`src/source/pointPoolPkg.sv`:
```
// Shared sizes, bus structs and run states of the point pooling accelerator
// Every RTL file refers to these by scoped names

package pointPoolPkg;

    // ================================================
    // Sizes
    // ================================================
    localparam int ACT_WIDTH       = 8;
    localparam int NUM_LANE        = 4;
    localparam int PORT_WIDTH      = NUM_LANE * ACT_WIDTH;
    localparam int FEAT_DEPTH      = 64;
    localparam int MAP_DEPTH       = 64;
    localparam int IDX_WIDTH       = $clog2(FEAT_DEPTH);
    localparam int MAP_ADDR_WIDTH  = $clog2(MAP_DEPTH);
    localparam int CNT_WIDTH       = $clog2(MAP_DEPTH + 1);
    localparam int NUM_NEIGHBOR    = 4;
    localparam int FIELD_WIDTH     = 8;
    localparam int STEP_WIDTH      = $clog2(NUM_NEIGHBOR + 2);
    localparam int POOL_CORE       = 4;
    localparam int CORE_WIDTH      = $clog2(POOL_CORE);
    localparam int DEBOUNCE_CYCLES = 8;
    localparam int DEB_WIDTH       = $clog2(DEBOUNCE_CYCLES);

    // ================================================
    // Data words and bus structs
    // ================================================
    typedef logic [NUM_LANE-1:0][ACT_WIDTH-1:0] featWord_t;

    // Only the low IDX_WIDTH bits of each field address the feature memory
    typedef logic [NUM_NEIGHBOR-1:0][FIELD_WIDTH-1:0] mapWord_t;

    typedef struct packed {
        logic [PORT_WIDTH-1:0] dat;
        logic                  last;
    } padBeat_t;

    typedef struct packed {
        logic                  en;
        logic                  selMap;
        logic [IDX_WIDTH-1:0]  addr;
        logic [PORT_WIDTH-1:0] dat;
    } bufWrite_t;

    typedef struct packed {
        logic                 en;
        logic [IDX_WIDTH-1:0] idx;
    } featRead_t;

    typedef enum logic [2:0] {
        Idle,
        LoadFeat,
        LoadMap,
        Pool,
        Done
    } runState_t;

endpackage

```
`src/source/resultCollector.sv`:
```
// Result drain
// Takes the core results in issue order and sends them out on the pad,
// last flag on the final task of the run

`timescale 1ns/1ns

module resultCollector (
    input  logic                               clk,
    input  logic                               arstN,
    input  logic [pointPoolPkg::CNT_WIDTH-1:0] numTasks,
    input  pointPoolPkg::featWord_t            res [pointPoolPkg::POOL_CORE],
    input  logic [pointPoolPkg::POOL_CORE-1:0] resVld,
    output logic [pointPoolPkg::POOL_CORE-1:0] resRdy,
    output pointPoolPkg::padBeat_t             outBeat,
    output logic                               outVld,
    input  logic                               outRdy,
    output logic                               poolDone
);

    logic [pointPoolPkg::CORE_WIDTH-1:0] rdPtr;
    logic [pointPoolPkg::CNT_WIDTH-1:0]  outCnt;
    logic                                outXfer;

    // Only the core in turn sees the host ready
    assign outVld       = resVld[rdPtr];
    assign resRdy       = {{(pointPoolPkg::POOL_CORE - 1){1'b0}}, outRdy} << rdPtr;
    assign outBeat.dat  = res[rdPtr];
    assign outBeat.last = (outCnt == numTasks - 1'b1);
    assign outXfer      = outVld & outRdy;
    assign poolDone     = outXfer & outBeat.last;

    always_ff @(posedge clk or negedge arstN) begin
        if (!arstN) begin
            rdPtr  <= '0;
            outCnt <= '0;
        end else if (poolDone) begin
            rdPtr  <= '0;
            outCnt <= '0;
        end else if (outXfer) begin
            rdPtr  <= rdPtr + 1'b1;
            outCnt <= outCnt + 1'b1;
        end
    end

    // Host back-pressure must not disturb an offered beat
    assert property (@(posedge clk) disable iff (!arstN)
        outVld && !outRdy |=> outVld && $stable(outBeat));

endmodule

```
`config.mk`:
```
export PLATFORM = sky130hd
export DESIGN_NAME = resultCollector
export DESIGN_NICKNAME = d
export VERILOG_FILES = /design/src/source/pointPoolPkg.sv /design/src/source/resultCollector.sv
export SDC_FILE = /design/constraint.sdc
export NUM_CORES = 1
export LEC_CHECK = 0
export ABC_AREA = 0
export BUFFER_PORTS_ARGS = -buffer_cell sky130_fd_sc_hd__buf_2
export CORE_AREA = 2 2 70 72
export DETAILED_ROUTE_END_ITERATION = 10
export DIE_AREA = 0 0 72 74
export PLACE_DENSITY = 0.85
export SLEW_MARGIN = 20
export SYNTH_ARGS = -nofsm -noshare
export SYNTH_HDL_FRONTEND = slang
export SYNTH_SLANG_ARGS = --single-unit
```
`constraint.sdc`:
```
create_clock -name clk -period 4 [get_ports clk]
set_input_delay 0.8 -clock clk [delete_from_list [all_inputs] [get_ports clk]]
set_output_delay 0.8 -clock clk [all_outputs]
set_load 0.05 [all_outputs]
```
==> results of run 1 <==
[path summary, 6_finish.rpt]
path / endpoint / start / cells after the start
max: outBeat[0] / numTasks[0] / 8
min: outCnt[0] / arstN / 1
max reg2reg: outCnt[6] / outCnt[2] / 6
min reg2reg: outCnt[0] / outCnt[0] / 1
max in group asynchronous: rdPtr[0] / arstN / 1
min in group clk: outCnt[0] / outCnt[0] / 1
[through the flow]
step,utilization [%],total power [µW],instances,hold slack [ns]
after floorplan,-,1474,118,0.5044
after global placement,53.09,1755,345,0.5535
after detailed placement,53.09,1777,345,0.5532
after CTS,54.07,1888,349,0.4130
after global routing,54.07,1973,349,0.4208
final,54.07,1876,349,0.4075
[worst max-delay path, stage by stage]
cell,delay (ns)
buf_2,0.11
inv_1,0.05
ha_1,0.23
xor3_1,0.34
nor3_1,0.19
nand4b_1,0.22
nor3_2,0.29
buf_2,0.31
[report_power, final]
part           leakage [µW]  switching (µW)  total (µW)  internal, µW
registers          0.000118            28.7         146           117
logic               0.00114            1070        1620           547
clock network     0.0000228            41.6         112          70.0
total               0.00128            1140        1880           734
[sequential cells by signal, indices dropped and copies added, names as in the netlist]
register / cells
outCnt: 7
rdPtr: 2
[synth_stat cells, types with 2 or more instances]
cell type / count / share of area, %
nand4_1: 2 / 0.83
o31ai_1: 2 / 1.0
buf_2: 4 / 1.3
xor2_1: 2 / 1.2
a31oi_1: 2 / 0.83
nor3_1: 8 / 2.7
mux2i_1: 7 / 4.7
and3_2: 2 / 1.0
nor2_1: 9 / 2.2
buf_4: 2 / 1.0
ha_1: 2 / 1.7
mux4_2: 33 / 49
inv_1: 3 / 0.75
nand2_1: 8 / 2.0
buf_1: 3 / 0.75
xnor2_1: 6 / 3.5
dfrtp_1: 9 / 15
[layer usage]
layer | routed length, µm | part of all wire [%] | GRT usage, % | up-vias
met4 | 69 | 1.2 | 4.403 | 0
li1 | - | - | - | 840
met3 | 357 | 6.0 | 5.149 | 8
met5 | 0 | 0 | 0 | -
met2 | 3167 | 53 | 39.09 | 82
met1 | 2369 | 40 | 26.14 | 870
[final cells by class]
| class | instances | share of cell area (%) |
|---|---|---|
| clock buffers | 4 | 1.812 |
| inverters | 3 | 0.4529 |
| multi-input cells | 95 | 48.47 |
| flip-flops and latches | 9 | 9.109 |
| well taps | 54 | 2.718 |
| repair buffers | 184 | 37.44 |
[logic make-up after synthesis]
family / Yosys count / share of synthesized area (%)
and+or+nand+nor: 37 / 13.82
xor gates and xnor gates: 9 / 6.245
buffers and inverters: 14 / 4.829
muxes: 40 / 54.12
AOI/OAI and AO/OA: 6 / 3.580
adders and majority gates: 3 / 2.414
DFF: 9 / 14.99
==> results.py, run 1 <==
metrics = {
    "finish": {
        "final_cell_mix": "180 x buf_2, 33 x mux4_2, 9 x nor2_1",
        "regArea_um2": 226.5,
        "fin_area_um2": 2486,
        "n_antenna_cell": 0,
        "final.fill_count": 429,
        "multi_input_area_um2": 1205,
        "area_growth_pct": 65.45,
        "drive_above_1_share_pct": 76.95,
        "final_nets": 440,
        "mostFrequentLayoutCell": "buf_2",
    },
    "timing": {
        "finalSetupViolations": 0,
        "rsz0062_at_grt": "no",
        "relSlewSlack_pct": 56.26,
        "skew_ns": 0.003360,
        "setup_ws_ns": 0.6604,
        "layout_min_cycle_time_ns": 3.340,
        "fin_setup_tns_ns": 0,
        "worst_pin_slew_ns": 0.6561,
        "fmax_mhz": 299.4,
        "period_share_pct": 83.49,
        "finalMaxSlewViolations": 0,
        "hold_viol": 0,
    },
    "die": {
        "die_height_um": 74,
        "die_w_um": 72,
        "start_util_pct": 32.68,
        "core-area_um2": 4598,
        "fp.dieArea_um2": 5328,
        "ioPinCount": 181,
        "core.rowCount": 25,
    },
    "run": {
        "drv_cap": 0,
    },
    "setup_path": {
        "regToRegSetupSlack_ns": 2.07,
        "critPathMaxFanout": 3,
        "worstPathArrival_ns": 2.54,
        "cp-start-kind": "input pin",
        "critical_path_required_ns": 3.20,
        "crit_type": "in2out",
        "cp-end-kind": "output port",
    },
    "grt": {
        "grt_max_degree": 41,
        "antenna_found_initial": 0,
        "grt_pass1_wl_um": 8735,
        "grt_pass1_vias": 1801,
        "grt_remaining_overflow": 0,
        "groute.usage.overall_pct": 21.48,
    },
    "route": {
        "postRouteWirelength_um": 5964,
        "ant_nets": 0,
        "wl_per_cell_um": 17.09,
        "via_per_inst": 5.158,
        "route.detailed.drc": 0,
        "drtPass1Iterations": 4,
        "drt_iter0_drc": 74,
        "vias": 1800,
    },
    "place": {
        "finalWeightedCongestion": 0.8335,
        "place_hpwl_um": 5139,
        "placed_area_um2": 2441,
        "portBuffers": 180,
        "place_ws_ns": 0.6650,
    },
    "synth": {
        "async_flop_share_pct": 100.0,
        "yosysSeqAreaShare_pct": 14.99,
        "netlist_instances": 118,
        "synth_flop_cell": "dfrtp_1",
        "syn_area_per_cell_um2": 12.73,
        "syn_nets": 262,
        "ys_types": 31,
        "synth_area_um2": 1503,
        "yosysWarnings": 0,
        "synth_edf_count": 0,
        "ys_seq_elements": 9,
    },
    "cts": {
        "ctsHoldBuffers": 0,
        "clock-sinks": 9,
        "cts_repair_resize_count": 0,
        "cts_tree": "built",
        "root_buffer": "clkbuf_8",
        "numCtsBuffers": 3,
        "cts_htree_levels": 1,
        "clock_latency_ns": 0.24,
        "clk_path_buf_depth": 2,
        "post_cts_buffers": 0,
        "cts.clk_slew.worst_paths_ns": 0.05,
    },
    "worst_hold_path": {
        "hp-class": "in2async",
    },
    "status": {
        "outcome": "finished clean",
    },
    "power_and_ir_drop": {
        "ir_worst_vdd_mv": 0.3797,
        "power.density_nw_per_um2": 754.6,
        "p_leak_uw": 0.001284,
    },
}
(Power assumes the default switching activity.)
==> run 2, diff against run 1 <==
Settings changed: ABC_AREA 0 to 1, CORE_AREA 2 2 70 72 to unset, CORE_MARGIN set to 2, CORE_UTILIZATION set to 37, DIE_AREA 0 0 72 74 to unset, PLACE_DENSITY 0.85 to 0.87.
Clock period 4 ns to 3.08 ns, I/O delays scaled along.
==> run 2 against run 1 <==
  * First-iteration DRC count is 85% higher
  * Sequential cell count stayed put
  * Total power grew 73%
==> results.py, run 2 <==
metrics = {
    "finish": {
        "final_util_pct": 57.68,
        "largest_reg_flops": 7,
        "largest_register": "outCnt",
        "final_nets": 634,
        "multi_input_area_um2": 1313,
        "final.fill_count": 472,
        "drive_above_1_share_pct": 42.33,
        "fin_area_um2": 2706,
        "area_growth_pct": 51.26,
        "regArea_um2": 226.5,
        "final_cell_mix": "180 x buf_2, 73 x nor2_1, 64 x o21ai_0",
        "mostFrequentLayoutCell": "buf_2",
        "biggestRegsByFlops": "outCnt: 7 flops, rdPtr: 2 flops",
    },
    "setup_path": {
        "cp-start-kind": "input pin",
        "crit_slowest_cell": "ha_1",
        "worstReg2RegStart": "rdPtr[1]",
        "rr_worst_depth": 9,
        "r2r_end": "outCnt[2]",
        "worstPathArrival_ns": 2.07,
        "cp.depth": 13,
        "cp-end-kind": "output port",
        "regToRegSetupSlack_ns": 1.34,
        "cp_cell_sequence": "buf_2, inv_1, ha_1, inv_1, nand2_1, nand3_1, nand2_1, nor2_1, nand2_1, nor2_4, nand3_4, inv_1, buf_2",
        "cp-endpoint": "poolDone",
        "crit_type": "in2out",
        "crit_family": "simple AND/OR/NAND/NOR gates",
        "critPathMaxFanout": 7,
        "critical_path_required_ns": 2.46,
        "critPathBufInv": 5,
        "slowest_delay_ns": 0.27,
        "crit_start": "numTasks[0]",
    },
    "power_and_ir_drop": {
        "power.density_nw_per_um2": 1201,
        "ir_worst_vdd_mv": 0.7231,
        "p_leak_uw": 0.001535,
        "p_total_uw": 3250,
    },
    "grt": {
        "grt_max_degree": 69,
        "grt_pass1_wl_um": 11420,
        "grt_pass1_vias": 2487,
        "grt_remaining_overflow": 0,
        "groute.usage.overall_pct": 26.96,
        "antenna_found_initial": 3,
    },
    "route": {
        "route.detailed.drc": 0,
        "ant_nets": 0,
        "via_per_inst": 5.207,
        "wl_per_cell_um": 14.05,
        "vias": 2838,
        "postRouteWirelength_um": 7656,
        "drt_iter0_drc": 137,
        "drtPass1Iterations": 5,
    },
    "synth": {
        "synth.top_cells.by_count": "73 x nor2_1, 64 x o21ai_0, 50 x nand2_1, 32 x o22ai_1, 31 x inv_1",
        "synth_area_um2": 1789,
        "ys_seq_elements": 9,
        "syn_nets": 469,
        "ys_types": 25,
        "yosysMostFrequentCell": "nor2_1",
        "muxShareOfSynthArea_pct": 0,
        "synth_edf_count": 0,
        "synth_compound_area_share_pct": 29.09,
        "synth_flop_cell": "dfrtp_1",
        "yosysSeqAreaShare_pct": 12.59,
        "yosysWarnings": 0,
        "syn_area_per_cell_um2": 5.505,
        "synth_top_area_share_pct": 17.90,
        "synth_xor_area_share_pct": 2.937,
        "synth.largest_area_cell": "o21ai_0",
        "synth_top_family_by_area": "simple AND/OR/NAND/NOR gates",
        "synth_fa_ha_area_share_pct": 1.399,
        "yosys.area_share.simple_pct": 39.93,
        "async_flop_share_pct": 100.0,
        "netlist_instances": 325,
        "synthTopCellsByArea": "o21ai_0 18%, nor2_1 15%, dfrtp_1 13%, o22ai_1 11%, nand2_1 10%",
    },
    "place": {
        "placed_area_um2": 2656,
        "place_hpwl_um": 6155,
        "portBuffers": 180,
        "finalWeightedCongestion": 0.8968,
    },
    "die": {
        "start_util_pct": 38.13,
        "die_height_um": 73.54,
        "core.rowCount": 25,
        "fp.dieArea_um2": 5408,
        "ioPinCount": 181,
        "core-area_um2": 4692,
        "die_w_um": 73.54,
    },
    "timing": {
        "rsz0062_at_grt": "no",
        "worst_pin_slew_ns": 0.5737,
        "finalMaxSlewViolations": 0,
        "skew_ns": 0.002295,
        "period_share_pct": 87.05,
        "layout_min_cycle_time_ns": 2.681,
        "fin_setup_tns_ns": 0,
        "fmax_mhz": 373.0,
        "relSlewSlack_pct": 61.76,
        "hold_viol": 0,
        "finalSetupViolations": 0,
    },
    "cts": {
        "cts.clk_slew.worst_paths_ns": 0.04,
        "clock-sinks": 9,
        "post_cts_buffers": 0,
        "clock_latency_ns": 0.23,
        "numCtsBuffers": 3,
        "clk_path_buf_depth": 2,
        "cts_tree": "built",
        "cts_htree_levels": 1,
        "root_buffer": "clkbuf_8",
        "cts_repair_resize_count": 0,
        "ctsHoldBuffers": 0,
    },
    "worst_hold_path": {
        "hp-class": "in2async",
    },
    "status": {
        "outcome": "finished clean",
    },
    "run": {
        "drv_cap": 0,
    },
}
[run 2: changes by cell type in the layout (fill, tap and decap cells not counted), sizes merged, moves of 3 or more]
cell	previous run	this run
inv	3	33
nand3	1	19
o21ai	0	64
xnor2	6	3
nor3	9	5
mux4	33	0
and3	3	0
mux2i	7	0
nand2	8	54
nor2	9	78
o22ai	0	32
[run 2: cells by family after synthesis]
family | Yosys count
simple gates | 156
fa+ha+maj | 2
compound gates | 96
xor+xnor | 6
flops | 9
buf+inv | 56
[run 2: how the worst min path moves through the flow]
| stage | startpoint | end | depth (start not counted) |
|---|---|---|---|
| floorplan | arstN | outCnt[0] | 0 |
| global placement | arstN | outCnt[6] | 1 |
| detailed placement | arstN | outCnt[5] | 1 |
| CTS | arstN | outCnt[5] | 1 |
| global route | arstN | outCnt[2] | 1 |
| finish | arstN | rdPtr[1] | 1 |
[run 2: where the power goes]
group	switching [µW]	internal, µW	leakage (µW)	total (µW)
combinational	2140	705	0.00141	2840
sequential	94.5	177	0.000101	272
clock	44.0	89.9	0.0000228	134
[run 2: final cells by class]
type / count / share of cell area (%)
Multi-Input combinational cell: 260 / 48.50
Timing Repair Buffer: 183 / 34.12
Sequential cell: 9 / 8.368
Inverter: 33 / 4.669
Tap cell: 54 / 2.497
Clock buffer: 4 / 1.664
Antenna cell: 2 / 0.1849
[run 2: routing by layer]
layer | global-route usage (%) | part of all wire, %
met1 | 35.54 | 44
met2 | 45.24 | 45
met3 | 5.213 | 9.0
met4 | 6.263 | 1.7
met5 | 0 | 0.34
[run 2: metrics by stage]
stage | setup WS [ns] | hold slack, ns | instances
2_1_floorplan | 0.5654 | 0.3204 | 325
4_1_cts | 0.4063 | 0.2344 | 543
3_3_place_gp | 0.4485 | 0.4758 | 539
5_1_grt | 0.2386 | 0.2525 | 543
3_5_place_dp | 0.4149 | 0.4790 | 539
6_report | 0.3990 | 0.2371 | 545
==> run 3, diff against run 2 <==
Settings changed: REMOVE_ABC_BUFFERS set to 1.
==> run 3 against run 2 <==
  * Worst hold slack lost 0.0034 ns
  * Count of clock-buffer cells in the layout is the same
  * Largest power group unchanged
  * Setup slack gained 0.0086 ns
  * Sequential share of layout area is essentially flat
  * Register-to-register slack lost 0.03 ns
  * Fmax grew 0.32%
  * Via count shrank 2.7%
  * Die area is the same
  * Critical path depth is the same
==> results.py, run 3 (synthesized netlist as in run 2, its figures left out) <==
metrics = {
    "timing": {
        "fin_setup_tns_ns": 0,
        "rsz0062_at_grt": "no",
        "layout_min_cycle_time_ns": 2.672,
        "finalSetupViolations": 0,
        "hold_viol": 0,
        "period_share_pct": 86.77,
        "relSlewSlack_pct": 66.78,
        "worst_pin_slew_ns": 0.4976,
        "fmax_mhz": 374.2,
        "setup_ws_ns": 0.4076,
        "worst_hold_slack_ns": 0.2337,
        "finalMaxSlewViolations": 0,
        "skew_ns": 0.003754,
    },
    "die": {
        "ioPinCount": 181,
        "start_util_pct": 38.13,
        "fp.dieArea_um2": 5408,
        "die_height_um": 73.54,
        "die_w_um": 73.54,
        "core-area_um2": 4692,
        "core.rowCount": 25,
    },
    "power_and_ir_drop": {
        "p_leak_uw": 0.001540,
        "ir_worst_vdd_mv": 0.8862,
        "power.density_nw_per_um2": 1207,
    },
    "finish": {
        "largest_reg_flops": 7,
        "final_nets": 635,
        "final_cell_mix": "180 x buf_2, 73 x nor2_1, 64 x o21ai_0",
        "drive_above_1_share_pct": 42.45,
        "fin_area_um2": 2714,
        "mostFrequentLayoutCell": "buf_2",
        "final.fill_count": 443,
        "largest_register": "outCnt",
        "biggestRegsByFlops": "outCnt: 7 flops, rdPtr: 2 flops",
        "area_growth_pct": 51.68,
    },
    "route": {
        "vias": 2762,
        "wl_per_cell_um": 13.54,
        "drtPass1Iterations": 5,
        "ant_nets": 0,
        "drt_iter0_drc": 245,
        "via_per_inst": 5.059,
        "postRouteWirelength_um": 7395,
        "route.detailed.drc": 0,
    },
    "setup_path": {
        "crit_slowest_cell": "ha_1",
        "slowest_delay_ns": 0.26,
        "crit_start": "numTasks[0]",
        "regToRegSetupSlack_ns": 1.31,
        "critPathMaxFanout": 7,
        "crit_family": "simple AND/OR/NAND/NOR gates",
        "critical_path_required_ns": 2.46,
        "cp-start-kind": "input pin",
        "worstReg2RegStart": "rdPtr[0]",
        "crit_type": "in2out",
        "rr_worst_depth": 10,
        "critPathBufInv": 5,
        "cp_cell_sequence": "buf_2, inv_1, ha_1, inv_1, nand2_1, nand3_1, nand2_1, nor2_1, nand2_1, nor2_4, nand3_4, inv_1, buf_2",
        "cp-end-kind": "output port",
        "worstPathArrival_ns": 2.06,
        "cp.depth": 13,
        "r2r_end": "outCnt[2]",
        "cp-endpoint": "poolDone",
    },
    "place": {
        "place_hpwl_um": 5926,
        "portBuffers": 180,
        "finalWeightedCongestion": 0.8806,
        "placed_area_um2": 2664,
        "place_ws_ns": 0.3879,
    },
    "grt": {
        "globalRouteMet3Util_pct": 3.567,
        "grt_busiest_layer": "met2",
        "grtUsageMet1_pct": 38.33,
        "grt_max_degree": 48,
        "grt_remaining_overflow": 0,
        "grt_pass1_wl_um": 11300,
        "antenna_found_initial": 0,
        "grt_pass1_vias": 2463,
        "met2_usage_pct": 41.57,
        "groute.usage.overall_pct": 26.39,
    },
    "cts": {
        "cts.clk_slew.worst_paths_ns": 0.05,
        "post_cts_buffers": 0,
        "cts_repair_resize_count": 0,
        "cts_htree_levels": 1,
        "clock-sinks": 9,
        "clk_path_buf_depth": 2,
        "cts_tree": "built",
        "clock_latency_ns": 0.23,
        "numCtsBuffers": 3,
        "root_buffer": "clkbuf_8",
        "ctsHoldBuffers": 0,
    },
    "status": {
        "outcome": "finished clean",
    },
    "run": {
        "drv_cap": 0,
    },
    "worst_hold_path": {
        "hp-class": "in2async",
    },
}
run 3: how the worst min path moves through the flow:
stage / depth (start not counted) / slack, ns / end
6_report: 1 / 0.23 / outCnt[6]
5_1_grt: 1 / 0.25 / outCnt[0]
4_1_cts: 1 / 0.24 / outCnt[6]
3_5_place_dp: 1 / 0.49 / outCnt[6]
3_3_place_gp: 1 / 0.48 / outCnt[6]
2_1_floorplan: 0 / 0.32 / outCnt[0]
run 3: area by class of cell:
| type | instances | area (µm²) | share of cell area, % |
|---|---|---|---|
| inverters | 33 | 126.4 | 4.657 |
| repair buffers | 184 | 930.9 | 34.30 |
| well taps | 54 | 67.56 | 2.490 |
| diodes | 2 | 5.005 | 0.1844 |
| multi-input cells | 260 | 1313 | 48.36 |
| clock buffers | 4 | 45.04 | 1.660 |
| flip-flops and latches | 9 | 226.5 | 8.345 |
run 3: routing by layer:
layer,part of all wire (%),vias up
met4,0.89,0
met2,44,154
met3,9.9,10
met1,45,1189
met5,0,-
li1,-,1409
run 3: through the flow:
| step | utilization [%] | cells | total power, µW |
|---|---|---|---|
| 2_1_floorplan | - | 302 | 2428 |
| 5_1_grt | 57.73 | 544 | 3516 |
| 3_5_place_dp | 56.77 | 540 | 3118 |
| 3_3_place_gp | 56.77 | 540 | 3102 |
| 6_report | 57.84 | 546 | 3275 |
| 4_1_cts | 57.73 | 544 | 3272 |
run 3: report_power, final:
part | internal (µW) | leakage, µW | switching (µW) | total [µW]
registers | 177 | 0.000101 | 107 | 284
clock network | 90.5 | 0.0000228 | 49.7 | 140
logic | 713 | 0.00142 | 2140 | 2850
