[src/source/pointPoolPkg.sv]
// Shared sizes, bus structs and run states of the point pooling accelerator
// Every RTL file refers to these by scoped names

package pointPoolPkg;

    // ================================================
    // Sizes
    // ================================================
    localparam int ACT_WIDTH       = 8;
    localparam int NUM_LANE        = 4;
    localparam int PORT_WIDTH      = NUM_LANE * ACT_WIDTH;
    localparam int FEAT_DEPTH      = 64;
    localparam int MAP_DEPTH       = 64;
    localparam int IDX_WIDTH       = $clog2(FEAT_DEPTH);
    localparam int MAP_ADDR_WIDTH  = $clog2(MAP_DEPTH);
    localparam int CNT_WIDTH       = $clog2(MAP_DEPTH + 1);
    localparam int NUM_NEIGHBOR    = 4;
    localparam int FIELD_WIDTH     = 8;
    localparam int STEP_WIDTH      = $clog2(NUM_NEIGHBOR + 2);
    localparam int POOL_CORE       = 4;
    localparam int CORE_WIDTH      = $clog2(POOL_CORE);
    localparam int DEBOUNCE_CYCLES = 8;
    localparam int DEB_WIDTH       = $clog2(DEBOUNCE_CYCLES);

    // ================================================
    // Data words and bus structs
    // ================================================
    typedef logic [NUM_LANE-1:0][ACT_WIDTH-1:0] featWord_t;

    // Only the low IDX_WIDTH bits of each field address the feature memory
    typedef logic [NUM_NEIGHBOR-1:0][FIELD_WIDTH-1:0] mapWord_t;

    typedef struct packed {
        logic [PORT_WIDTH-1:0] dat;
        logic                  last;
    } padBeat_t;

    typedef struct packed {
        logic                  en;
        logic                  selMap;
        logic [IDX_WIDTH-1:0]  addr;
        logic [PORT_WIDTH-1:0] dat;
    } bufWrite_t;

    typedef struct packed {
        logic                 en;
        logic [IDX_WIDTH-1:0] idx;
    } featRead_t;

    typedef enum logic [2:0] {
        Idle,
        LoadFeat,
        LoadMap,
        Pool,
        Done
    } runState_t;

endpackage

[src/source/runControl.sv]
// Run sequencer
// Loads the feature and map frames from the pad, starts pooling,
// turns the pad around and ends the run with the finish pulse

`timescale 1ns/1ns

module runControl (
    input  logic                               clk,
    input  logic                               arstN,
    input  logic                               startFire,
    input  pointPoolPkg::padBeat_t             inBeat,
    input  logic                               inVld,
    output logic                               inRdy,
    output logic                               datOE,
    output pointPoolPkg::bufWrite_t            bufWr,
    output logic [pointPoolPkg::CNT_WIDTH-1:0] numTasks,
    output logic                               poolGo,
    input  logic                               poolDone,
    output logic                               netFnh
);

    pointPoolPkg::runState_t              state;
    logic [pointPoolPkg::CNT_WIDTH-1:0]   wrCnt;
    logic                                 inXfer;

    assign inRdy  = (state == pointPoolPkg::LoadFeat) || (state == pointPoolPkg::LoadMap);
    assign inXfer = inVld & inRdy;
    assign datOE  = (state == pointPoolPkg::Pool);
    assign netFnh = (state == pointPoolPkg::Done);

    // Pad beats go straight into the buffer
    assign bufWr.en     = inXfer;
    assign bufWr.selMap = (state == pointPoolPkg::LoadMap);
    assign bufWr.addr   = wrCnt[pointPoolPkg::IDX_WIDTH-1:0];
    assign bufWr.dat    = inBeat.dat;

    // ================================================
    // Run FSM
    // ================================================
    always_ff @(posedge clk or negedge arstN) begin
        if (!arstN) begin
            state    <= pointPoolPkg::Idle;
            wrCnt    <= '0;
            numTasks <= '0;
            poolGo   <= 1'b0;
        end else begin
            poolGo <= 1'b0;
            case (state)
                pointPoolPkg::Idle: begin
                    if (startFire) begin
                        state <= pointPoolPkg::LoadFeat;
                        wrCnt <= '0;
                    end
                end
                pointPoolPkg::LoadFeat: begin
                    if (inXfer) begin
                        wrCnt <= inBeat.last ? '0 : wrCnt + 1'b1;
                        if (inBeat.last)
                            state <= pointPoolPkg::LoadMap;
                    end
                end
                pointPoolPkg::LoadMap: begin
                    if (inXfer) begin
                        wrCnt <= wrCnt + 1'b1;
                        if (inBeat.last) begin
                            state    <= pointPoolPkg::Pool;
                            numTasks <= wrCnt + 1'b1;
                            poolGo   <= 1'b1;
                        end
                    end
                end
                pointPoolPkg::Pool: begin
                    if (poolDone)
                        state <= pointPoolPkg::Done;
                end
                default: state <= pointPoolPkg::Idle;
            endcase
        end
    end

    // Host frames must fit the memories
    assert property (@(posedge clk) disable iff (!arstN)
        bufWr.en |-> wrCnt < (bufWr.selMap ? pointPoolPkg::MAP_DEPTH : pointPoolPkg::FEAT_DEPTH));

endmodule

[config.mk]
export PLATFORM = sky130hd
export DESIGN_NAME = runControl
export DESIGN_NICKNAME = d
export VERILOG_FILES = /design/src/source/pointPoolPkg.sv /design/src/source/runControl.sv
export SDC_FILE = /design/constraint.sdc
export NUM_CORES = 1
export LEC_CHECK = 0
export BUFFER_PORTS_ARGS = -buffer_cell sky130_fd_sc_hd__buf_2
export CAP_MARGIN = 20
export CORE_ASPECT_RATIO = 0.75
export CORE_MARGIN = 3
export CORE_UTILIZATION = 35
export CTS_BUF_LIST = sky130_fd_sc_hd__clkbuf_8 sky130_fd_sc_hd__clkbuf_16
export DETAILED_ROUTE_END_ITERATION = 6
export PLACE_DENSITY_LB_ADDON = 0.05
export SYNTH_ARGS = -nofsm -noshare
export SYNTH_HDL_FRONTEND = slang
export SYNTH_SLANG_ARGS = --single-unit
[constraint.sdc]
create_clock -name clk -period 1.72 [get_ports clk]
set_input_delay 0.344 -clock clk [delete_from_list [all_inputs] [get_ports clk]]
set_output_delay 0.344 -clock clk [all_outputs]
set_load 0.005 [all_outputs]
==> results.txt, run 1 <==
----------------------------------------------------
[Outcome]
  Result of the run ... completed

[Clock tree]
  Clock-pin slew of the registers on the worst-case setup and hold paths ... ~0.07 ns
  Count of hold-fix buffers inserted at cts ... 0
  Clk sinks ... 18
  TritonCTS clock tree ... done
  Root buffer cell ... sky130_fd_sc_hd__clkbuf_8
  H-tree Lvls ... 1
  Num CTS Buffers ... 3
  Number of buffers between clock root and the deepest sink ... 2
  Clock latency reported for the late side of the worst-skew pair ... around 0.25 ns

[Synthesis]
  Top_reg_cell synth ... sky130_fd_sc_hd__dfrtp_1
  Top-area cell type share of the netlist area ... a little over a third
  Main area contributors after synthesis ... sky130_fd_sc_hd__dfrtp_1, sky130_fd_sc_hd__buf_4, sky130_fd_sc_hd__a22o_1
  Mapped cell area ... 0.00126 mm^2
  FFs w/ async S/R, synth ... 100%
  Post-Synth Adder-Cell Area ... less than 1%
  Combinational family with the most area after synthesis ... buffers and inverters
  Synth Area in Simple Gates ... between 10% and 20%
  Synth Area in Compound Gates ... 12.7%
  Number of nets in the synthesized netlist ... around 180
  Count of cell types in the netlist ... 36
  Library cell with the largest summed area after synthesis ... sky130_fd_sc_hd__dfrtp_1
  Post-synthesis cell count ... roughly 140
  Fraction of synthesized area in multiplexers ... under 10%
  Average size of a mapped cell ... around 9.2 um^2
  Share of the synthesized netlist area taken by xor and xnor gates ... under 10%
  Register bit count reported by yosys ... 18
  Sequential fraction of the synthesis area ... a little over a third
  Number of synthesized flops with an enable pin ... 0
  Total number of yosys warnings ... 0

[Timing]
  Endpoints failing setup ... 0
  Rel. slew slack ... a little under three quarters
  Clock tree skew after final layout ... 0.00325 ns
  Crit share post-route ... a little over nine tenths
  Time the worst path needs with I/O delays and setup ... 1.64 ns
  Unrepaired setup endpoints after global routing ... false
  Final TNS setup ... 0 ns
  Fmax ... ~0.61 GHz
  Hold slack ... between 0.02 and 0.025 ns
  Pin slew with the least headroom to its limit ... ~0.43 ns
  Final count of hold timing violations ... 0
  Final max-slew violation count ... 0

[Drt]
  DRC violation count after routing ... 0
  Via-per-instance ratio ... approximately 5.0
  Via count ... approximately 850
  Average detailed-routed wire length per instance ... between 15 and 20 um
  Routed wire length ... 2710 um
  First-iteration detailed-routing DRC count ... 32
  Detailed Routing Iterations Pass 1 ... 5
  Antenna viol nets, final ... 0

[Power]
  Switching pwr ... about 640 uW
  Part of the power in the clock network ... between 10% and 20%
  Maximum ir drop on the vdd rail ... 0.000612 V
  PD cells ... about 1500 mW/mm^2
  Switching share of total power ... between 30% and 40%
  Reported leakage power ... around 0.0006 uW
  Flop pwr share ... 36.2%
  P_int ... approximately 1100 uW
  Combinational power share ... 47.1%

[Setup path]
  Flop2flop setup slack ... approximately 0.08 ns
  Kind of capture point of the worst setup path ... register
  Critical path start-end classification ... reg2reg
  Launching element type of the critical path ... register
  Req. time, crit path ... ~1.9 ns
  Arrival @ worst endpoint ... around 1.8 ns
  Maximum fanout encountered on the critical timing path ... 6

[Hold path]
  HP Class ... in2async

[Floorplanning]
  Total number of placement rows ... 18
  Core Area ... about 0.0034 mm^2
  Starting density of the core ... a little under two fifths
  DIE WIDTH ... 75.4 um
  Area of the die ... 0.00438 mm^2
  Io pins ... between 80 and 90
  Chip Height ... just under 60 um

[GRT]
  Vias in the first global route ... 852
  Largest net degree at the start of global routing ... 19
  Final global-route overflow total ... 0
  All-Layer GR Usage ... between 10% and 20%
  Antenna violations before repair ... 0
  Wire length of the first global-routing pass ... 4220 um

[Finish]
  Most frequent cells in the layout ... sky130_fd_sc_hd__buf_2, sky130_fd_sc_hd__dfrtp_1, sky130_fd_sc_hd__nor2_1, sky130_fd_sc_hd__buf_4, sky130_fd_sc_hd__nand2_1
  Growth of design area from synthesis to finish ... -2.87%
  Most frequent standard cell in the layout excluding fill and tap cells ... sky130_fd_sc_hd__buf_2
  # diodes ... 0
  Fraction of layout instances using a drive strength above 1 ... 36.9%
  Final nets ... about 170

[Placement]
  RD Place Congestion ... 0.724
  Estimated wirelength of the detail-placed design ... ~2100 um
  Port Buffer Count ... 24

[Run]
  Max Cap Viol ... 0

----------------------------------------------------
==> worst max-delay path: stages, from the launching register on <==
cell	delay, ns
sky130_fd_sc_hd__dfrtp_2	0.45
sky130_fd_sc_hd__nor3b_2	0.19
sky130_fd_sc_hd__or2_1	0.27
sky130_fd_sc_hd__buf_4	0.16
sky130_fd_sc_hd__a211o_1	0.24
sky130_fd_sc_hd__a22o_1	0.22
==> area by class of cell <==
| cell class | count | area [um^2] |
|---|---|---|
| clock buffers | 3 | 41.3 |
| multi-input cells | 71 | 470 |
| flip-flops and latches | 18 | 453 |
| well taps | 40 | 50.0 |
| inverters | 3 | 11.3 |
| fillers | 360 | 2150 |
| repair buffers | 35 | 203 |
==> state kept, by name (all words and copies together) (netlist names) <==
signal    count
numTasks      7
wrCnt         7
state         3
poolGo        1
==> cell usage after synthesis, types with 2 or more instances <==
cell and number:
sky130_fd_sc_hd__a211o_1 3, sky130_fd_sc_hd__a22o_1 5, sky130_fd_sc_hd__xor2_1 2, sky130_fd_sc_hd__a21oi_1 6
sky130_fd_sc_hd__or2_1 2, sky130_fd_sc_hd__or2_2 2, sky130_fd_sc_hd__inv_1 3, sky130_fd_sc_hd__xnor2_1 2
sky130_fd_sc_hd__mux2_2 2, sky130_fd_sc_hd__o21ai_0 3, sky130_fd_sc_hd__mux2i_1 2, sky130_fd_sc_hd__clkbuf_1 2
sky130_fd_sc_hd__nor2_1 11, sky130_fd_sc_hd__buf_4 39, sky130_fd_sc_hd__nand3_1 4, sky130_fd_sc_hd__buf_6 3
sky130_fd_sc_hd__dfrtp_1 18, sky130_fd_sc_hd__nand2_1 9, sky130_fd_sc_hd__and2_1 2
==> power by group through the flow <==
stage                     Clock, uW  Combinational [uW]  Sequential (uW)
after detailed placement          0                 810              647
after CTS                       305                 849              640
after global routing            322                 953              665
final                           297                 841              646
after floorplan                   0                 633              645
after global placement            0                 814              642
==> path summary, 6_finish.rpt <==
| check | startpoint | depth (start not counted) | to |
|---|---|---|---|
| hold reg to reg | numTasks[1] | 1 | numTasks[1] |
| min in group clk | poolDone | 2 | state[2] |
| setup reg to reg | state[1] | 5 | wrCnt[3] |
| hold / removal | arstN | 1 | poolGo |
| max in group asynchronous | arstN | 1 | state[1] |
| setup / recovery | state[1] | 5 | wrCnt[3] |
==> kinds of logic (layout without fill, tap and decap cells) <==
group	after synthesis	after routing
mux	4	4
fa+ha+maj	1	1
buf+inv	48	41
xor+xnor	4	4
flops	18	18
compound gates	23	23
simple gates	39	39
==> stage by stage <==
step	std cells	worst slack, ns	util [%]	cell area, um^2	power, uW
final	170	0.0802	36.4	1230	1780
after global routing	170	0.00840	36.4	1230	1940
after CTS	170	0.0629	36.1	1220	1790
after detailed placement	165	0.00876	34.4	1160	1460
after global placement	165	0.0513	34.4	1160	1460
after floorplan	137	0.113	-	1260	1280
==> per-layer routing <==
layer / part of all wire (%) / routed length, um / GRT usage (%)
met1: 47 / 1260 / 17.6
met2: 37 / 1010 / 16.1
met3: 10 / 283 / 4.85
met4: 5.6 / 153 / 7.73
met5: 0 / 0 / 0
==> timing repair <==
item,4_1_cts,5_1_grt
endpoints found under the hold margin,0,0
setup buffers,2,0
gates resized for setup,0,3
pin swaps,1,0
setup endpoints to repair,1,5
No activity file was read; power rests on OpenSTA's default activity.
==> run 2, diff against run 1 <==
--- a/config.mk
+++ b/config.mk
@@ -5,6 +5,7 @@
 export SDC_FILE = /design/constraint.sdc
 export NUM_CORES = 1
 export LEC_CHECK = 0
+export ABC_AREA = 1
 export BUFFER_PORTS_ARGS = -buffer_cell sky130_fd_sc_hd__buf_2
 export CAP_MARGIN = 20
 export CORE_ASPECT_RATIO = 0.75
==> results.txt, run 2 <==
----------------------------------------------------
[Finish]
  Final nets ... 199 (+16%)
  Leading registers by flop count ... numTasks (7), wrCnt (7), state (3)
  Most frequent cells in the layout ... sky130_fd_sc_hd__nand2_1, sky130_fd_sc_hd__buf_2, sky130_fd_sc_hd__dfrtp_1
  # diodes ... 0 (unchanged)
  Most frequent standard cell in the layout excluding fill and tap cells ... sky130_fd_sc_hd__nand2_1
  Fraction of layout instances using a drive strength above 1 ... 31.0% (-5.9 points)
  Post-layout util ... 36.7% (+0.30 points)
  Growth of design area from synthesis to finish ... -3.63%

[Timing]
  Hold slack ... 0.0186 ns (-0.00546 ns)
  Clock tree skew after final layout ... 0.00252 ns (-0.000738 ns)
  Endpoints failing setup ... 0 (unchanged)
  Pin slew with the least headroom to its limit ... 0.421 ns (-0.00923 ns)
  Final count of hold timing violations ... 0 (unchanged)
  Final TNS setup ... 0 ns (unchanged)
  Unrepaired setup endpoints after global routing ... false
  Time the worst path needs with I/O delays and setup ... 1.63 ns (-0.00566 ns)
  Fmax ... 0.612 GHz (+0.35%)
  Rel. slew slack ... 71.9% (+0.62 points)
  Final max-slew violation count ... 0 (unchanged)
  Crit share post-route ... 95.0% (-0.33 points)

[Setup path]
  Highest-delay cell along the critical path ... sky130_fd_sc_hd__dfrtp_2
  Reg-to-reg startpoint ... state[0]
  Longest individual stage delay on the worst path ... 0.46 ns (about the same)
  Critical path start-end classification ... reg2out
  Kind of capture point of the worst setup path ... output pin
  Req. time, crit path ... 1.38 ns (-0.49 ns)
  Critical path startpoint ... state[0]
  Maximum fanout encountered on the critical timing path ... 8 (+2)
  Launching element type of the critical path ... register
  Arrival @ worst endpoint ... 1.29 ns (-0.50 ns)
  Cell-by-cell trace of the critical path ... nor2_4, nand2_4, a21oi_2, buf_2

[Clock tree]
  Clk sinks ... 18 (unchanged)
  TritonCTS clock tree ... done
  Clock latency reported for the late side of the worst-skew pair ... 0.25 ns (about the same)
  Count of hold-fix buffers inserted at cts ... 0 (unchanged)
  Root buffer cell ... sky130_fd_sc_hd__clkbuf_8
  Number of buffers between clock root and the deepest sink ... 2 (unchanged)
  Num CTS Buffers ... 3 (unchanged)
  H-tree Lvls ... 1 (unchanged)
  Clock-pin slew of the registers on the worst-case setup and hold paths ... 0.07 ns (about the same)

[Hold path]
  HP Class ... in2async

[Synthesis]
  Average size of a mapped cell ... 7.81 um^2 (-15%)
  Leading cell type by number of instances after synthesis ... sky130_fd_sc_hd__nand2_1
  Top cells by count, synth ... sky130_fd_sc_hd__nand2_1, sky130_fd_sc_hd__buf_4, sky130_fd_sc_hd__dfrtp_1
  Mapped cell area ... 0.00131 mm^2 (+3.7%)
  Top_reg_cell synth ... sky130_fd_sc_hd__dfrtp_1
  Library cell with the largest summed area after synthesis ... sky130_fd_sc_hd__dfrtp_1
  Count of cell types in the netlist ... 24 (-33%)
  Main area contributors after synthesis ... sky130_fd_sc_hd__dfrtp_1, sky130_fd_sc_hd__buf_4, sky130_fd_sc_hd__nand2_1
  Total number of yosys warnings ... 0 (unchanged)
  FFs w/ async S/R, synth ... 100% (unchanged)
  Number of nets in the synthesized netlist ... 207 (+18%)
  Post-synthesis cell count ... 168 (+23%)
  Sequential fraction of the synthesis area ... 34.4% (-1.3 points)
  Top-area cell type share of the netlist area ... 34.4% (-1.3 points)
  Register bit count reported by yosys ... 18 (unchanged)
  Number of synthesized flops with an enable pin ... 0 (unchanged)

[Drt]
  Routed wire length ... 2710 um (about the same)
  Detailed Routing Iterations Pass 1 ... 4 (-1)
  Via-per-instance ratio ... 4.55 (-9.5%)
  Average detailed-routed wire length per instance ... 13.0 um (-18%)
  First-iteration detailed-routing DRC count ... 50 (+56%)
  DRC violation count after routing ... 0 (unchanged)
  Antenna viol nets, final ... 0 (unchanged)
  Via count ... 946 (+11%)

[GRT]
  Largest net degree at the start of global routing ... 19 (unchanged)
  Antenna violations before repair ... 0 (unchanged)
  All-Layer GR Usage ... 12.5% (-0.17 points)
  Wire length of the first global-routing pass ... 4420 um (+4.8%)
  Vias in the first global route ... 869 (+2.0%)
  Final global-route overflow total ... 0 (unchanged)

[Placement]
  RD Place Congestion ... 0.800 (+10%)
  Port Buffer Count ... 24 (unchanged)
  Estimated wirelength of the detail-placed design ... 2080 um (+0.18%)

[Floorplanning]
  Chip Height ... 59.0 um (+1.6%)
  Total number of placement rows ... 18 (unchanged)
  DIE WIDTH ... 76.7 um (+1.7%)
  Io pins ... 89 (unchanged)
  Starting density of the core ... 38.1% (+0.61 points)
  Core Area ... 0.00345 mm^2 (+2.0%)
  Area of the die ... 0.00452 mm^2 (+3.3%)

[Power]
  Reported leakage power ... 0.000688 uW (+15%)
  Maximum ir drop on the vdd rail ... 0.000485 V (-21%)
  Power consumption ... 1790 uW (+0.42%)
  PD cells ... 1420 mW/mm^2 (-2.4%)

[Outcome]
  Result of the run ... completed

[Run]
  Max Cap Viol ... 0 (unchanged)

----------------------------------------------------
[run 2: cell types whose count changed in the layout (fill, tap and decap cells not counted), sizes merged, moves of 5 or more]
cell and delta:
a22o -5, buf -6, inv +9, nand2 +35, nor2 +6, o21ai +12
[run 2: path summary, 6_finish.rpt]
| kind | endpoint | slack [ns] | cells past startpoint |
|---|---|---|---|
| max | bufWr[39] | 0.09 | 4 |
| min reg2reg | numTasks[5] | 0.48 | 2 |
| min in group clk | state[1] | 0.38 | 3 |
| min | numTasks[2] | 0.02 | 1 |
| max reg2reg | wrCnt[1] | 0.34 | 6 |
| max in group asynchronous | state[1] | 1.38 | 1 |
[run 2: layout make-up]
class | count | area (um^2)
multi-input combinational | 96 | 504
tap | 50 | 62.6
sequential | 18 | 453
clock buffer | 3 | 41.3
inverter | 12 | 45.0
fill | 398 | 2180
timing repair buffer | 29 | 158
[run 2: logic make-up after synthesis]
family                   synth area share [%]
XOR/XNOR                                 1.34
adder cells (fa/ha/maj)                 0.954
buffers and inverters                    27.9
AND/OR/NAND/NOR                          25.0
AO/OA/AOI/OAI                            10.5
flip-flops                               34.4
[run 2: per-layer routing]
metal	vias to the layer above	global-route usage (%)	routed length [um]	share of wire, %
li1	473	-	-	-
met1	402	17.5	1310	48
met2	45	15.9	1010	37
met3	26	4.86	259	9.6
met4	0	7.49	126	4.7
met5	-	0	0	0
[run 2: what timing repair did]
action,4_1_cts,5_1_grt
gates cloned,0,0
pin swaps,0,1
setup endpoints to repair,1,1
resized for setup,2,3
buffers inserted,0,3
[run 2: critical path, delay by kind of cell, from the launching register on]
kind,cells,cell delay (ns)
DFF,1,0.46
and+or+nand+nor,2,0.29
AOI/OAI and AO/OA,1,0.16
buffers and inverters,1,0.13
[run 2: where the power goes]
part	switching [uW]	internal [uW]
Clock	135	155
Combinational	533	332
Sequential	106	529
Total	775	1020
[run 2: per-stage QoR]
stage          setup WS (ns)  area, um^2  std cells
2_1_floorplan          0.357        1310        168
3_3_place_gp           0.272        1190        202
3_5_place_dp           0.209        1190        202
4_1_cts               0.0201        1230        205
5_1_grt              0.00414        1260        208
6_report              0.0859        1260        208
==> run 3, diff against run 2 <==
--- a/config.mk
+++ b/config.mk
@@ -14,6 +14,7 @@
 export CTS_BUF_LIST = sky130_fd_sc_hd__clkbuf_8 sky130_fd_sc_hd__clkbuf_16
 export DETAILED_ROUTE_END_ITERATION = 6
 export PLACE_DENSITY_LB_ADDON = 0.05
+export RECOVER_POWER = 25
 export SYNTH_ARGS = -nofsm -noshare
 export SYNTH_HDL_FRONTEND = slang
 export SYNTH_SLANG_ARGS = --single-unit
==> results.txt, run 3 (same netlist as run 2, synthesis figures left out) <==
----------------------------------------------------
[Outcome]
  Result of the run ... completed

[Setup path]
  Cell-by-cell trace of the critical path ... nor2_4, nand2_4, a21oi_2, buf_2
  Req. time, crit path ... 1.38 ns (about the same)
  Critical path start-end classification ... reg2out
  Kind of capture point of the worst setup path ... output pin
  Total buffers and inverters traversed by the critical path ... 1 (unchanged)
  Worst path top cell family by delay ... flip-flops
  Launching element type of the critical path ... register
  Arrival @ worst endpoint ... 1.29 ns (about the same)
  Highest-delay cell along the critical path ... sky130_fd_sc_hd__dfrtp_2
  Maximum fanout encountered on the critical timing path ... 8 (unchanged)
  Longest individual stage delay on the worst path ... 0.46 ns (about the same)

[GRT]
  Vias in the first global route ... 869 (unchanged)
  Antenna violations before repair ... 0 (unchanged)
  Largest net degree at the start of global routing ... 19 (unchanged)
  All-Layer GR Usage ... 12.5% (unchanged)
  Final global-route overflow total ... 0 (unchanged)
  Wire length of the first global-routing pass ... 4420 um (unchanged)

[Floorplanning]
  Core Area ... 0.00345 mm^2 (unchanged)
  Io pins ... 89 (unchanged)
  Area of the die ... 0.00452 mm^2 (unchanged)
  Starting density of the core ... 38.1% (unchanged)
  DIE WIDTH ... 76.7 um (unchanged)
  Total number of placement rows ... 18 (unchanged)
  Chip Height ... 59.0 um (unchanged)

[Power]
  Flop pwr share ... 35.5% (about the same)
  Switching share of total power ... 43.3% (about the same)
  P_int ... 1020 uW (about the same)
  PD cells ... 1420 mW/mm^2 (about the same)
  Part of the power in the clock network ... 16.2% (about the same)
  Reported leakage power ... 0.000685 uW (-0.40%)
  Switching pwr ... 775 uW (about the same)
  Maximum ir drop on the vdd rail ... 0.000485 V (about the same)
  Power consumption ... 1790 uW (about the same)
  Combinational power share ... 48.3% (about the same)

[Finish]
  Final nets ... 199 (unchanged)
  Most frequent cells in the layout ... sky130_fd_sc_hd__nand2_1, sky130_fd_sc_hd__buf_2, sky130_fd_sc_hd__dfrtp_1
  Post-layout util ... 36.6% (about the same)
  # diodes ... 0 (unchanged)
  Fraction of layout instances using a drive strength above 1 ... 30.4% (-0.63 points)
  Growth of design area from synthesis to finish ... -3.72% (about the same)
  Leading registers by flop count ... numTasks (7), wrCnt (7), state (3)
  Most frequent standard cell in the layout excluding fill and tap cells ... sky130_fd_sc_hd__nand2_1

[Timing]
  Clock tree skew after final layout ... 0.00252 ns (unchanged)
  Final TNS setup ... 0 ns (unchanged)
  Pin slew with the least headroom to its limit ... 1.01 ns (+0.587 ns)
  Endpoints failing setup ... 0 (unchanged)
  Time the worst path needs with I/O delays and setup ... 1.63 ns (unchanged)
  Crit share post-route ... 95.0% (unchanged)
  Final max-slew violation count ... 0 (unchanged)
  Fmax ... 0.612 GHz (unchanged)
  Unrepaired setup endpoints after global routing ... false
  Final count of hold timing violations ... 0 (unchanged)
  Rel. slew slack ... 32.8% (-39 points)

[Drt]
  Average detailed-routed wire length per instance ... 13.0 um (unchanged)
  Antenna viol nets, final ... 0 (unchanged)
  DRC violation count after routing ... 0 (unchanged)
  Routed wire length ... 2710 um (unchanged)
  Via-per-instance ratio ... 4.55 (unchanged)
  Via count ... 946 (unchanged)
  Detailed Routing Iterations Pass 1 ... 4 (unchanged)
  First-iteration detailed-routing DRC count ... 50 (unchanged)

[Clock tree]
  Count of hold-fix buffers inserted at cts ... 0 (unchanged)
  H-tree Lvls ... 1 (unchanged)
  TritonCTS clock tree ... done
  Num CTS Buffers ... 3 (unchanged)
  Clock-pin slew of the registers on the worst-case setup and hold paths ... 0.07 ns (about the same)
  Root buffer cell ... sky130_fd_sc_hd__clkbuf_8
  Clock latency reported for the late side of the worst-skew pair ... 0.25 ns (about the same)
  Number of buffers between clock root and the deepest sink ... 2 (unchanged)
  Clk sinks ... 18 (unchanged)

[Placement]
  Estimated wirelength of the detail-placed design ... 2080 um (unchanged)
  RD Place Congestion ... 0.800 (unchanged)
  Port Buffer Count ... 24 (unchanged)

[Run]
  Max Cap Viol ... 0 (unchanged)

[Hold path]
  HP Class ... in2async

----------------------------------------------------
run 3: changes by cell type in the layout (fill, tap and decap cells not counted), sizes merged:
cell	before	now
buf	29	28
clkbuf	3	4
run 3: worst paths after layout:
path / from / to / slack (ns) / cells past startpoint
setup / recovery: state[0] / bufWr[39] / 0.09 / 4
hold / removal: arstN / numTasks[2] / 0.24 / 1
setup reg to reg: state[0] / wrCnt[1] / 0.34 / 6
hold reg to reg: numTasks[5] / numTasks[5] / 0.48 / 2
max in group asynchronous: arstN / state[1] / 0.80 / 1
min in group clk: inBeat[0] / state[1] / 0.38 / 3
run 3: area by class of cell:
cell class                 count  area, um^2
fill                         399        2180
multi-input combinational     96         504
sequential                    18         453
timing repair buffer          29         156
tap                           50        62.6
inverter                      12        45.0
clock buffer                   3        41.3
run 3: timing repair:
action                     4_1_cts  5_1_grt
setup endpoints to repair        1        1
resized for setup                2        3
pin swaps                        0        1
hold endpoints to repair         0        0
buffers inserted                 0        3
run 3: power by group through the flow:
stage,registers [uW],clock network [uW],logic (uW)
4_1_cts,635,316,815
5_1_grt,654,321,978
3_5_place_dp,640,0,808
2_1_floorplan,594,0,700
3_3_place_gp,637,0,822
6_report,636,291,865
run 3: per-stage QoR:
stage,hold WS [ns],std cells,cell area (um^2),setup slack (ns)
2_1_floorplan,0.0484,168,1310,0.357
3_3_place_gp,0.305,202,1190,0.272
3_5_place_dp,0.312,202,1190,0.209
4_1_cts,0.0332,205,1230,0.0201
5_1_grt,0.356,208,1260,0.00414
6_report,0.238,208,1260,0.0859
run 3: per-layer routing:
layer	part of all wire, %	up-vias	GRT usage, %
li1	-	473	-
met4	4.7	0	7.49
met1	48	402	17.5
met2	37	45	15.9
met5	0	-	0
met3	9.5	26	4.86
